[config.mk]
export PLATFORM = sky130hd
export DESIGN_NAME = memcpy_action_regs
export DESIGN_NICKNAME = d
export VERILOG_FILES = /design/src/memcpy_regs_pkg.sv /design/src/axi_lite_write_port.sv /design/src/config_reg_slice.sv /design/src/snap_status_tracker.sv /design/src/axi_lite_read_port.sv /design/src/memcpy_action_regs.sv
export VERILOG_INCLUDE_DIRS = /design/src /design/src/src
export SDC_FILE = /design/constraint.sdc
export NUM_CORES = 1
export LEC_CHECK = 0
export BUFFER_PORTS_ARGS = -buffer_cell sky130_fd_sc_hd__buf_2
export CORE_AREA = 2 2 241 243
export DETAILED_ROUTE_END_ITERATION = 12
export DIE_AREA = 0 0 243 245
export GPL_ROUTABILITY_DRIVEN = 0
export PLACE_DENSITY = 0.75
export SLEW_MARGIN = 0
export SYNTH_ARGS = -nofsm -noshare
export SYNTH_HDL_FRONTEND = slang
export SYNTH_SLANG_ARGS = --single-unit
[constraint.sdc]
create_clock -name clk -period 2.7 [get_ports clk]
set_input_delay 0.135 -clock clk [delete_from_list [all_inputs] [get_ports clk]]
set_output_delay 0.135 -clock clk [all_outputs]
set_load 0.02 [all_outputs]
[src/memcpy_regs_consts.svh]
// memcpy register block constants

`ifndef MEMCPY_REGS_CONSTS_SVH
`define MEMCPY_REGS_CONSTS_SVH

//////////////////////////////
// bus widths
//////////////////////////////

// axi-lite data and address
`define MEMCPY_DATA_W 32
`define MEMCPY_ADDR_W 32

// byte strobes per data word
`define MEMCPY_STRB_W 4

// one configuration register, low and high word
`define MEMCPY_REG_W 64

//////////////////////////////
// configuration slice map
//////////////////////////////

// control, src addr, src size, tgt addr, tgt size, rd cfg, wr cfg
`define MEMCPY_NUM_SLICES 7

// control low word sits here
`define MEMCPY_SLICE_BASE 32'h38

// low word at base, high word at base + 4
`define MEMCPY_SLICE_STRIDE 8

// returned for any unmapped read
`define MEMCPY_READ_DEFAULT 32'h5a5aa5a5

`endif

[src/memcpy_regs_pkg.sv]
// memcpy register block types

`include "memcpy_regs_consts.svh"

package memcpy_regs_pkg;

   // fixed word addresses of the register map
   typedef enum logic [`MEMCPY_ADDR_W-1:0] {
      REG_SNAP_STATUS    = 'h00,
      REG_ACTION_TYPE    = 'h10,
      REG_ACTION_VERSION = 'h14,
      REG_SNAP_CONTEXT   = 'h20,
      REG_STATUS_L       = 'h30,
      REG_STATUS_H       = 'h34,
      REG_CONTROL_L      = 'h38,
      REG_CONTROL_H      = 'h3C,
      REG_SRC_ADDR_L     = 'h40,
      REG_SRC_ADDR_H     = 'h44,
      REG_SRC_SIZE_L     = 'h48,
      REG_SRC_SIZE_H     = 'h4C,
      REG_TGT_ADDR_L     = 'h50,
      REG_TGT_ADDR_H     = 'h54,
      REG_TGT_SIZE_L     = 'h58,
      REG_TGT_SIZE_H     = 'h5C,
      REG_RD_CFG_L       = 'h60,
      REG_RD_CFG_H       = 'h64,
      REG_WR_CFG_L       = 'h68,
      REG_WR_CFG_H       = 'h6C
   } reg_offset_e;

   // one-cycle register write strobe
   typedef struct packed {
      logic                      en;
      logic [`MEMCPY_ADDR_W-1:0] addr;
      logic [`MEMCPY_DATA_W-1:0] data;
      logic [`MEMCPY_STRB_W-1:0] strb;
   } reg_write_t;

   // copy engine configuration
   typedef struct packed {
      logic                      enable;
      logic [`MEMCPY_REG_W-1:0]  source_address;
      logic [`MEMCPY_REG_W-1:0]  target_address;
      logic [`MEMCPY_REG_W-1:0]  source_size;
      logic [`MEMCPY_REG_W-1:0]  target_size;
      logic [`MEMCPY_DATA_W-1:0] read_number;
      logic [`MEMCPY_DATA_W-1:0] read_pattern;
      logic [`MEMCPY_DATA_W-1:0] write_number;
      logic [`MEMCPY_DATA_W-1:0] write_pattern;
   } memcpy_config_t;

   // snap status as seen by the host
   typedef struct packed {
      logic [`MEMCPY_DATA_W-5:0] user;
      logic                      app_ready;
      logic                      idle;
      logic                      done;
      logic                      started;
   } snap_status_t;

   // byte-wise merge of new data into an old word
   function automatic logic [`MEMCPY_DATA_W-1:0] merge_bytes(
      input logic [`MEMCPY_DATA_W-1:0] old_word,
      input logic [`MEMCPY_DATA_W-1:0] new_word,
      input logic [`MEMCPY_STRB_W-1:0] strb
   );
      logic [`MEMCPY_DATA_W-1:0] result;
      result = old_word;
      for (int b = 0; b < `MEMCPY_STRB_W; b++) begin
         if (strb[b]) begin
            result[b*8 +: 8] = new_word[b*8 +: 8];
         end
      end
      return result;
   endfunction

endpackage

[src/axi_lite_write_port.sv]
// axi-lite write channel

`timescale 1ns/1ps

`include "memcpy_regs_consts.svh"

module axi_lite_write_port (
   input  logic                      clk,
   input  logic                      rst_n,
   input  logic [`MEMCPY_ADDR_W-1:0] awaddr,
   input  logic                      awvalid,
   output logic                      awready,
   input  logic [`MEMCPY_DATA_W-1:0] wdata,
   input  logic [`MEMCPY_STRB_W-1:0] wstrb,
   input  logic                      wvalid,
   output logic                      wready,
   output logic                      bvalid,
   input  logic                      bready,
   output memcpy_regs_pkg::reg_write_t wr
);

   logic [`MEMCPY_ADDR_W-1:0] write_addr;
   logic                      aw_hs;
   logic                      w_hs;

   assign aw_hs = awvalid & awready;
   assign w_hs  = wvalid & wready;

   //////////////////////////////
   // handshake flops
   //////////////////////////////

   always_ff @(posedge clk or negedge rst_n) begin
      if (!rst_n) begin
         awready    <= 1'b0;
         wready     <= 1'b0;
         bvalid     <= 1'b0;
         write_addr <= '0;
      end else begin
         // address ready one cycle after awvalid, dropped after the data beat
         if (awvalid) begin
            awready <= 1'b1;
         end else if (w_hs) begin
            awready <= 1'b0;
         end

         if (aw_hs) begin
            wready     <= 1'b1;
            write_addr <= awaddr;
         end else if (wvalid) begin
            wready <= 1'b0;
         end

         // response follows the data beat
         if (w_hs) begin
            bvalid <= 1'b1;
         end else if (bready) begin
            bvalid <= 1'b0;
         end
      end
   end

   // strobe carries latched address with live data
   assign wr.en   = w_hs;
   assign wr.addr = write_addr;
   assign wr.data = wdata;
   assign wr.strb = wstrb;

   // a response needs a data beat just before it
   a_bvalid_after_data : assert property (
      @(posedge clk) disable iff (!rst_n)
      $rose(bvalid) |-> $past(w_hs)
   );

endmodule

[src/config_reg_slice.sv]
// 64-bit configuration register

`timescale 1ns/1ps

`include "memcpy_regs_consts.svh"

module config_reg_slice #(
   parameter logic [`MEMCPY_ADDR_W-1:0] BASE_ADDR = `MEMCPY_SLICE_BASE
) (
   input  logic                       clk,
   input  logic                       rst_n,
   input  memcpy_regs_pkg::reg_write_t wr,
   output logic [`MEMCPY_REG_W-1:0]   value
);

   import memcpy_regs_pkg::*;

   // high word sits one data word above the low word
   localparam logic [`MEMCPY_ADDR_W-1:0] HIGH_ADDR = BASE_ADDR + (`MEMCPY_DATA_W / 8);

   logic hit_low;
   logic hit_high;

   assign hit_low  = wr.en && (wr.addr == BASE_ADDR);
   assign hit_high = wr.en && (wr.addr == HIGH_ADDR);

   //////////////////////////////
   // strobed update
   //////////////////////////////

   always_ff @(posedge clk or negedge rst_n) begin
      if (!rst_n) begin
         value <= '0;
      end else begin
         if (hit_low) begin
            value[`MEMCPY_DATA_W-1:0] <=
               merge_bytes(value[`MEMCPY_DATA_W-1:0], wr.data, wr.strb);
         end
         if (hit_high) begin
            value[`MEMCPY_REG_W-1:`MEMCPY_DATA_W] <=
               merge_bytes(value[`MEMCPY_REG_W-1:`MEMCPY_DATA_W], wr.data, wr.strb);
         end
      end
   end

endmodule

[src/snap_status_tracker.sv]
// snap status and context tracking

`timescale 1ns/1ps

`include "memcpy_regs_consts.svh"

module snap_status_tracker (
   input  logic                        clk,
   input  logic                        rst_n,
   input  memcpy_regs_pkg::reg_write_t wr,
   input  logic [2:0]                  control_low,
   input  logic                        memcpy_done,
   input  logic                        app_ready,
   output memcpy_regs_pkg::snap_status_t snap_status,
   output logic [`MEMCPY_DATA_W-1:0]   snap_context,
   output logic                        status_done
);

   import memcpy_regs_pkg::*;

   logic [`MEMCPY_DATA_W-1:0] status_reg;
   logic                      status_bit0_q;
   logic                      done_q;
   logic                      idle;
   logic                      idle_q;
   logic                      started_q;

   //////////////////////////////
   // host-written registers
   //////////////////////////////

   always_ff @(posedge clk or negedge rst_n) begin
      if (!rst_n) begin
         status_reg   <= '0;
         snap_context <= '0;
      end else if (wr.en) begin
         if (wr.addr == REG_SNAP_STATUS) begin
            status_reg <= merge_bytes(status_reg, wr.data, wr.strb);
         end
         if (wr.addr == REG_SNAP_CONTEXT) begin
            snap_context <= merge_bytes(snap_context, wr.data, wr.strb);
         end
      end
   end

   // no run bits set in control means idle
   assign idle = ~(|control_low);

   //////////////////////////////
   // live flags
   //////////////////////////////

   always_ff @(posedge clk or negedge rst_n) begin
      if (!rst_n) begin
         status_done   <= 1'b0;
         done_q        <= 1'b0;
         idle_q        <= 1'b0;
         status_bit0_q <= 1'b0;
         started_q     <= 1'b0;
      end else begin
         status_done   <= memcpy_done;
         done_q        <= status_done;
         idle_q        <= idle;
         status_bit0_q <= status_reg[0];

         // rising edge of host start bit
         if (!status_bit0_q && status_reg[0]) begin
            started_q <= 1'b1;
         end
         // leaving idle ends the start request
         if (idle_q && !idle) begin
            started_q <= 1'b0;
         end
      end
   end

   assign snap_status = {status_reg[`MEMCPY_DATA_W-1:4], app_ready, idle_q, done_q, started_q};

   // start flag only follows a set host start bit
   a_started_needs_bit0 : assert property (
      @(posedge clk) disable iff (!rst_n)
      $rose(started_q) |-> $past(status_reg[0])
   );

endmodule

[src/axi_lite_read_port.sv]
// axi-lite read channel

`timescale 1ns/1ps

`include "memcpy_regs_consts.svh"

module axi_lite_read_port (
   input  logic                         clk,
   input  logic                         rst_n,
   input  logic [`MEMCPY_ADDR_W-1:0]    araddr,
   input  logic                         arvalid,
   output logic                         arready,
   output logic [`MEMCPY_DATA_W-1:0]    rdata,
   output logic                         rvalid,
   input  logic                         rready,
   input  logic [`MEMCPY_NUM_SLICES-1:0][`MEMCPY_REG_W-1:0] slice_values,
   input  memcpy_regs_pkg::snap_status_t snap_status,
   input  logic [`MEMCPY_DATA_W-1:0]    snap_context,
   input  logic                         status_done,
   input  logic [`MEMCPY_DATA_W-1:0]    action_type,
   input  logic [`MEMCPY_DATA_W-1:0]    action_version
);

   import memcpy_regs_pkg::*;

   localparam int WORD_BYTES = `MEMCPY_DATA_W / 8;

   logic                      ar_hs;
   logic [`MEMCPY_ADDR_W-1:0] slice_off;
   logic [`MEMCPY_ADDR_W-1:0] slice_idx;
   logic                      slice_hit;
   logic                      sel_high;
   logic [`MEMCPY_DATA_W-1:0] rd_word;

   assign ar_hs = arvalid & arready;

   //////////////////////////////
   // address decode
   //////////////////////////////

   always_comb begin
      slice_off = araddr - `MEMCPY_SLICE_BASE;
      slice_idx = slice_off / `MEMCPY_SLICE_STRIDE;
      sel_high  = (slice_off % `MEMCPY_SLICE_STRIDE) == WORD_BYTES;
      slice_hit = (araddr >= `MEMCPY_SLICE_BASE) &&
                  (slice_idx < `MEMCPY_NUM_SLICES) &&
                  (araddr[1:0] == 2'b00);

      case (araddr)
         REG_SNAP_STATUS:    rd_word = snap_status;
         REG_ACTION_TYPE:    rd_word = action_type;
         REG_ACTION_VERSION: rd_word = action_version;
         REG_SNAP_CONTEXT:   rd_word = snap_context;
         REG_STATUS_L:       rd_word = {{(`MEMCPY_DATA_W-1){1'b0}}, status_done};
         REG_STATUS_H:       rd_word = '0;
         default: begin
            if (!slice_hit) begin
               rd_word = `MEMCPY_READ_DEFAULT;
            end else if (sel_high) begin
               rd_word = slice_values[slice_idx][`MEMCPY_REG_W-1:`MEMCPY_DATA_W];
            end else begin
               rd_word = slice_values[slice_idx][`MEMCPY_DATA_W-1:0];
            end
         end
      endcase
   end

   //////////////////////////////
   // handshake and data flops
   //////////////////////////////

   always_ff @(posedge clk or negedge rst_n) begin
      if (!rst_n) begin
         arready <= 1'b1;
         rvalid  <= 1'b0;
         rdata   <= '0;
      end else begin
         // one read in flight at a time
         if (arvalid) begin
            arready <= 1'b0;
         end else if (rvalid && rready) begin
            arready <= 1'b1;
         end

         if (ar_hs) begin
            rvalid <= 1'b1;
            rdata  <= rd_word;
         end else if (rready) begin
            rvalid <= 1'b0;
         end
      end
   end

   // back-pressure keeps read data steady
   a_rdata_stable : assert property (
      @(posedge clk) disable iff (!rst_n)
      (rvalid && !rready) |=> $stable(rdata)
   );

endmodule

[src/memcpy_action_regs.sv]
// memcpy action register block

`timescale 1ns/1ps

`include "memcpy_regs_consts.svh"

module memcpy_action_regs (
   input  logic                          clk,
   input  logic                          rst_n,
   // write channel
   input  logic [`MEMCPY_ADDR_W-1:0]     awaddr,
   input  logic                          awvalid,
   output logic                          awready,
   input  logic [`MEMCPY_DATA_W-1:0]     wdata,
   input  logic [`MEMCPY_STRB_W-1:0]     wstrb,
   input  logic                          wvalid,
   output logic                          wready,
   output logic                          bvalid,
   input  logic                          bready,
   // read channel
   input  logic [`MEMCPY_ADDR_W-1:0]     araddr,
   input  logic                          arvalid,
   output logic                          arready,
   output logic [`MEMCPY_DATA_W-1:0]     rdata,
   output logic                          rvalid,
   input  logic                          rready,
   // copy engine side
   output memcpy_regs_pkg::memcpy_config_t cfg,
   output logic [`MEMCPY_DATA_W-1:0]     snap_context,
   input  logic                          memcpy_done,
   input  logic                          app_ready,
   input  logic [`MEMCPY_DATA_W-1:0]     action_type,
   input  logic [`MEMCPY_DATA_W-1:0]     action_version
);

   import memcpy_regs_pkg::*;

   // slice positions derived from the register map
   localparam int CTRL_IDX  = (REG_CONTROL_L  - `MEMCPY_SLICE_BASE) / `MEMCPY_SLICE_STRIDE;
   localparam int SADDR_IDX = (REG_SRC_ADDR_L - `MEMCPY_SLICE_BASE) / `MEMCPY_SLICE_STRIDE;
   localparam int SSIZE_IDX = (REG_SRC_SIZE_L - `MEMCPY_SLICE_BASE) / `MEMCPY_SLICE_STRIDE;
   localparam int TADDR_IDX = (REG_TGT_ADDR_L - `MEMCPY_SLICE_BASE) / `MEMCPY_SLICE_STRIDE;
   localparam int TSIZE_IDX = (REG_TGT_SIZE_L - `MEMCPY_SLICE_BASE) / `MEMCPY_SLICE_STRIDE;
   localparam int RDCFG_IDX = (REG_RD_CFG_L   - `MEMCPY_SLICE_BASE) / `MEMCPY_SLICE_STRIDE;
   localparam int WRCFG_IDX = (REG_WR_CFG_L   - `MEMCPY_SLICE_BASE) / `MEMCPY_SLICE_STRIDE;

   reg_write_t                                       wr;
   snap_status_t                                     snap_status;
   logic                                             status_done;
   logic [`MEMCPY_NUM_SLICES-1:0][`MEMCPY_REG_W-1:0] slice_values;

   axi_lite_write_port u_write_port (
      .clk     (clk),
      .rst_n   (rst_n),
      .awaddr  (awaddr),
      .awvalid (awvalid),
      .awready (awready),
      .wdata   (wdata),
      .wstrb   (wstrb),
      .wvalid  (wvalid),
      .wready  (wready),
      .bvalid  (bvalid),
      .bready  (bready),
      .wr      (wr)
   );

   //////////////////////////////
   // configuration slices
   //////////////////////////////

   for (genvar i = 0; i < `MEMCPY_NUM_SLICES; i++) begin : g_slice
      config_reg_slice #(
         .BASE_ADDR (`MEMCPY_SLICE_BASE + i * `MEMCPY_SLICE_STRIDE)
      ) u_slice (
         .clk   (clk),
         .rst_n (rst_n),
         .wr    (wr),
         .value (slice_values[i])
      );
   end

   snap_status_tracker u_tracker (
      .clk          (clk),
      .rst_n        (rst_n),
      .wr           (wr),
      .control_low  (slice_values[CTRL_IDX][2:0]),
      .memcpy_done  (memcpy_done),
      .app_ready    (app_ready),
      .snap_status  (snap_status),
      .snap_context (snap_context),
      .status_done  (status_done)
   );

   axi_lite_read_port u_read_port (
      .clk            (clk),
      .rst_n          (rst_n),
      .araddr         (araddr),
      .arvalid        (arvalid),
      .arready        (arready),
      .rdata          (rdata),
      .rvalid         (rvalid),
      .rready         (rready),
      .slice_values   (slice_values),
      .snap_status    (snap_status),
      .snap_context   (snap_context),
      .status_done    (status_done),
      .action_type    (action_type),
      .action_version (action_version)
   );

   // counts in low words, patterns in high words
   always_comb begin
      cfg.enable         = slice_values[CTRL_IDX][0];
      cfg.source_address = slice_values[SADDR_IDX];
      cfg.target_address = slice_values[TADDR_IDX];
      cfg.source_size    = slice_values[SSIZE_IDX];
      cfg.target_size    = slice_values[TSIZE_IDX];
      cfg.read_number    = slice_values[RDCFG_IDX][`MEMCPY_DATA_W-1:0];
      cfg.read_pattern   = slice_values[RDCFG_IDX][`MEMCPY_REG_W-1:`MEMCPY_DATA_W];
      cfg.write_number   = slice_values[WRCFG_IDX][`MEMCPY_DATA_W-1:0];
      cfg.write_pattern  = slice_values[WRCFG_IDX][`MEMCPY_REG_W-1:`MEMCPY_DATA_W];
   end

endmodule

# Word-level counts from Yosys, hierarchy flattened
# Cells that the tools add are included.
dict set report word_totals {
  ff_bits 586
  latch_bits 0
  ram_bits 0
  mem_bits_ro 0
  in_bits 173
  out_inout_bits 454
  elab_cells 216
  n_memories 0
}
dict set report classes {
  addsub 1
  multipliers 0
  n_div 0
  order_cmp 3
  eq_ne 21
  shifts 0
  mux 17
  bitwise_logic 4
  reduce_logical 94
}
# op count
set op_table {}
lappend op_table {{== test 32 x 7 -> 1 bit (second input constant)} 12}
lappend op_table {{binary-select mux 64 bit (select 3 bit)} 1}
lappend op_table {{== test 32 x 6 -> 1 bit (second input constant)} 6}
lappend op_table {{one-hot mux 32 bit (6 select lines)} 1}
lappend op_table {{AND reduction 2 bit} 56}
lappend op_table {{== test 32 x 5 -> 1 bit (second input constant)} 2}
lappend op_table {{logical NOT 32 bit} 2}
lappend op_table {{two-way mux 32 bit} 2}
lappend op_table {{two-way mux 64 bit} 1}
lappend op_table {{>= comparator 32 x 6 -> 1 bit (second input constant)} 1}
lappend op_table {{subtractor 32 x 6 -> 32 bit (second input constant)} 1}
lappend op_table {{< comparator 29 x 3 -> 1 bit (second input constant)} 1}
lappend op_table {{< comparator 29 x 4 -> 1 bit (second input constant)} 1}
lappend op_table {{AND reduction 3 bit} 8}
lappend op_table {{logical AND 1 bit} 19}
lappend op_table {{two-way mux 1 bit} 12}
lappend op_table {{nonzero test 2 bit} 6}
lappend op_table {{bitwise AND 1 bit} 3}
lappend op_table {{== test 3 bit (second input constant)} 1}
lappend op_table {{OR reduction 3 bit} 1}
lappend op_table {{logical NOT 2 bit} 1}
lappend op_table {{logical NOT 1 bit} 1}
lappend op_table {{NOT 1 bit} 1}

# Logic depth before layout (Yosys ltp)
dict set report depth {
  word_depth 6
  depth_mapped 10
  mapped_depth_nobuf 7
}

# By module
# From an unflattened synthesis, not the netlist that was laid out.
dict set report unflattened {
  hier_cells 2050
  hier_area_um2 30289.0
}
# module instances cells_per_inst area_each_um2 seq_area_each_um2
set by_module_without_submodules {}
lappend by_module_without_submodules {{config_reg_slice at g_slice[2].u_slice ...} 3 152 2726.4 1601.5}
lappend by_module_without_submodules {axi_lite_read_port 1 681 6548.8 852.1}
lappend by_module_without_submodules {{config_reg_slice at g_slice[4].u_slice ...} 2 152 2723.9 1601.5}
lappend by_module_without_submodules {snap_status_tracker 1 187 2986.6 1651.6}
lappend by_module_without_submodules {{config_reg_slice at g_slice[1].u_slice} 1 152 2728.9 1601.5}
lappend by_module_without_submodules {{config_reg_slice at g_slice[0].u_slice} 1 155 2701.3 1601.5}
lappend by_module_without_submodules {axi_lite_write_port 1 115 1696.6 875.8}

# Worst setup path before layout
# Ideal clock, no wire load.
dict set report synth_path {
  path_kind {reg-to-reg}
  start {reg u_write_port.wready}
  end {reg g_slice[2].u_slice.value[29]}
  setup_ns 0.128
  arrival_time_ns 2.115
  required_ns 2.572
  setup_slack_ns 0.457
  path_stages_with_launch 8
  path_buffers 1
  period_less_slack_ns 2.243
  path_cell_list {dfrtp_1 -> nor4bb_1 -> nand4_1 -> nor4_2 -> and3_1 -> buf_2 -> nand2_2 -> mux2_1}
}
dict set report synth_via {
  elab_chain_cells 3
}
# item line
set synth_lines {}
lappend synth_lines {{from (decl)} axi_lite_write_port.sv:16} ;# output logic wready,
lappend synth_lines {{from (signal assigned)} axi_lite_write_port.sv:36} ;# wready <= 1'b0;
lappend synth_lines {{from (signal assigned)} axi_lite_write_port.sv:48} ;# wready <= 1'b1;
lappend synth_lines {{from (signal assigned)} axi_lite_write_port.sv:51} ;# wready <= 1'b0;
lappend synth_lines {{bitwise AND 1 bit} axi_lite_write_port.sv:27} ;# assign w_hs = wvalid & wready;
lappend synth_lines {{logical AND 1 bit} config_reg_slice.sv:24} ;# assign hit_low = wr.en && (wr.addr == BASE_ADDR);
lappend synth_lines {{AND reduction 2 bit (no source line)} --}
lappend synth_lines {{to (signal, indexed assignment)} config_reg_slice.sv:36} ;# value[`MEMCPY_DATA_W-1:0] <=
lappend synth_lines {{to (signal, indexed assignment)} config_reg_slice.sv:40} ;# value[`MEMCPY_REG_W-1:`MEMCPY_DATA_W] <=
lappend synth_lines {{to (decl)} config_reg_slice.sv:13} ;# output logic [`MEMCPY_REG_W-1:0] value
# No other way between the ends.
# A chain may end at the register's enable or synchronous reset.

# Final worst setup path
dict set report layout_path {
  start {reg u_write_port.write_addr[22]}
  end {reg g_slice[0].u_slice.value[5]}
}
dict set report layout_via {
  elab_chain_cells 3
}
# item line
set layout_lines {}
lappend layout_lines {{from (decl)} axi_lite_write_port.sv:22} ;# logic [`MEMCPY_ADDR_W-1:0] write_addr;
lappend layout_lines {{from (signal assigned)} axi_lite_write_port.sv:49} ;# write_addr <= awaddr;
lappend layout_lines {{== test 32 x 6 -> 1 bit} config_reg_slice.sv:24}
lappend layout_lines {{logical AND 1 bit} config_reg_slice.sv:24}
lappend layout_lines {{AND reduction 2 bit (no source line)} --}
lappend layout_lines {{to (signal, indexed assignment)} config_reg_slice.sv:36}
lappend layout_lines {{to (signal, indexed assignment)} config_reg_slice.sv:40}
lappend layout_lines {{to (decl)} config_reg_slice.sv:13}
# No other way between the ends.

==> summary.md <==
| Metric | Value |
|---|---|
| Status | `complete, no violations` |
| Syn_area_per_cell | `13.7 um^2` |
| Post-synth top flop | `dfrtp_1` |
| Worst vdd ir | `547 uV` |
| Logic pwr share | `11.0%` |
| Core area | `57000 um^2` |
| FMAX | `0.389 GHz` |
| CP delay by family, top | `simple AND/OR/NAND/NOR gates` |
| HPWL after detailed placement | `73.2 mm` |
| CP Buf/Inv Count | `1` |
| Ports | `627` |
| Internal power | `14900 uW` |
| Sequential Power Share | `46.0%` |
| Synth warn | `0` |
| Die H | `245 um` |
| Final worst slack | `132 ps` |
| IO buf count | `626` |
| Pre-CTS WS | `1.11 ps` |
| Crit path capture type | `flip-flop` |
| Share of layout cells above drive strength 1 | `56.9%` |
| DRT iter0 DRCs | `1998` |
| Antenna violations before repair | `4` |
| Die span in x | `243 um` |
| DRT Pass-1 Iters | `6` |
| Worst-Skew Late Latency | `630 ps` |
| Cts bufs inserted | `61` |
| Clock power share | `43.0%` |
| Max reg flops | `448` |
| Post-synth EDFFs | `0` |
| Detailed-route vias per instance | `6.11` |
| Layout Skew | `26.4 ps` |
| Routed Antenna Nets | `0` |
| Critical Path AT | `3050 ps` |
| DIE AREA | `59500 um^2` |
| Hold slack | `23.9 ps` |
| FP Rows | `88` |
| Root Driver | `clkbuf_16` |
| Crit path max fanout | `8` |
| Max_cap viols | `0` |
| Maximum number of pins on one net before global-route repair | `89` |
| Vias in the first global route | `22900` |
| Drt wl/cell | `28.3 um` |
| PwrDens | `563 nW/um^2` |
| Vias | `21900` |
| Post-placement cell area | `32300 um^2` |
| Max-slew violations | `0` |
| Measured slew at the worst slew-check pin | `893 ps` |
| Syn nets | `2187` |
| Pleak | `0.0186 uW` |
| Switch Pwr | `5080 uW` |
| Switch share | `25.4%` |
| Final worst-path cycle share | `95.1%` |
| # H-tree levels | `2` |
| Critical Path Start Type | `flip-flop` |
| Mapped Cells | `2013` |
| Cell Chain, Critical Path | `nor4_1 > nand3_2 > nor4_2 > nor2b_1 > buf_4 > nand2_2 > mux2_2` |
| RSZ-0062 raised after global routing | `yes` |
| Total Power | `20000 uW` |
| Clk pin slew, worst setup/hold paths | `60 ps` |
| Layout filler cell count | `4355` |
| Slowest cell delay on critical path | `430 ps` |
| Area grow syn2layout | `28.6%` |
| Register area share after synthesis | `52.9%` |
| # nets final | `2939` |
| Synth unique cells | `63` |
| Asr flop ratio synth | `100%` |
| Tot GR Track Use | `33.7%` |
| Required @ worst endpoint | `3180 ps` |
| Final Critical Period | `2570 ps` |
| Global-route wire length before repair | `150 mm` |
| Final hold vios | `0` |
| Clock Path Buffers | `3` |
| Slew margin rel. | `40.4%` |
| Synthesized cell area | `27600 um^2` |
| GRT overflow | `0` |
| Post-synthesis register bit count | `583` |
| Design area | `35500 um^2` |
| Largest register by flop count | `g_slice.u_slice.value` |
| Initial core utilization | `48.4%` |
| Sink Count | `583` |
| Endpoints failing setup | `0` |
| CP Class | `reg2reg` |
| WL final | `101 mm` |
| Worst hold-check path type | `in2reg` |
| Slowest cell on the critical path | `nor4_1` |
| DRC errors left | `0` |
| CTS tree | `yes` |
-- cell usage after synthesis, types with 13 or more instances --
cell / number / area [um^2]
a21oi_1: 35 / 175
a221oi_1: 60 / 526
a22o_1: 18 / 158
a22oi_1: 29 / 218
a31oi_1: 17 / 106
buf_2: 38 / 190
clkbuf_1: 85 / 319
dfrtp_1: 582 / 14600
mux2_1: 52 / 586
mux2_2: 581 / 6540
mux4_2: 65 / 1460
nand2_1: 46 / 173
nand2_2: 56 / 350
nand4_1: 23 / 144
nor2_1: 108 / 405
nor3_1: 38 / 190
nor4_1: 16 / 100
nor4_2: 13 / 163
o221a_2: 14 / 158
-- layer usage --
metal	wire, um	share of wire, %	track usage [%]	up-vias
met4	4750	4.7	14.7	2
met1	39800	39	44.2	11300
li1	-	-	-	9069
met3	8470	8.4	7.21	272
met2	48400	48	54.4	1221
met5	9	0.0089	0	-
-- worst paths after layout --
path	startpoint	to	slack (ps)	depth (start not counted)
setup / recovery	u_write_port.write_addr[22]$_DFFE_PN0P_	g_slice[0].u_slice.value[5]$_DFFE_PN0P_	130	7
hold / removal	wdata[14]	g_slice[4].u_slice.value[14]$_DFFE_PN0P_	20	2
setup reg to reg	u_write_port.write_addr[22]$_DFFE_PN0P_	g_slice[0].u_slice.value[5]$_DFFE_PN0P_	130	7
hold reg to reg	u_tracker.status_reg[0]$_DFFE_PN0P_	u_tracker.status_bit0_q$_DFF_PN0_	390	0
max in group asynchronous	rst_n	u_tracker.snap_context[3]$_DFFE_PN0P_	1460	3
min in group asynchronous	rst_n	u_write_port.bvalid$_DFFE_PN0P_	100	2
-- timing repair --
item | CTS | global route
gates resized for setup | 0 | 39
hold buffers | 96 | 0
endpoints found under the setup margin | 0 | 460
endpoints found under the hold margin | 197 | 0
setup buffers | 0 | 1
-- stage by stage --
| stage | cells | util [%] | setup TNS (ps) |
|---|---|---|---|
| after floorplan | 2013 | - | 0 |
| after global placement | 3370 | 56.6 | -3.05 |
| after detailed placement | 3370 | 56.6 | 0 |
| after CTS | 3579 | 61.9 | 0 |
| after global routing | 3581 | 62.2 | -621 |
| final | 3581 | 62.2 | 0 |
-- layout make-up --
| type | instances | area (um^2) | share of cell area, % |
|---|---|---|---|
| timing repair buffer | 837 | 5300 | 14.9 |
| clock inverter | 16 | 220 | 0.620 |
| multi-input combinational | 1275 | 12600 | 35.4 |
| inverter | 7 | 26.3 | 0.0740 |
| clock buffer | 97 | 1820 | 5.14 |
| sequential | 583 | 14600 | 41.1 |
| antenna | 1 | 2.50 | 0.00705 |
| tap | 765 | 957 | 2.70 |
-- cells in the final DEF (no fill, tap or decap), types with 52 or more instances in the layout --
cell type        n
a221oi_1        60
buf_2          624
buf_4           89
clkbuf_16       63
dfrtp_1        582
dlygate4sd3_1   96
mux2_1          52
mux2_2         581
mux4_2          65
nor2_1         105
-- power by group through the flow --
stage	logic (uW)	registers, uW	clock network [uW]
2_1_floorplan	858	9440	0
4_1_cts	2160	9170	8670
3_5_place_dp	2060	9320	0
6_report	2200	9190	8600
3_3_place_gp	2020	9320	0
5_1_grt	2340	9200	9080
-- logic make-up after synthesis --
group / Yosys count / synth area share [%]
mux: 701 / 31.2
xor+xnor: 2 / 0.0635
fa+ha+maj: 1 / 0.0453
simple gates: 365 / 7.41
buf+inv: 155 / 2.54
compound gates: 206 / 5.85
flops: 583 / 52.9
No activity file was read; power rests on OpenSTA's default activity.
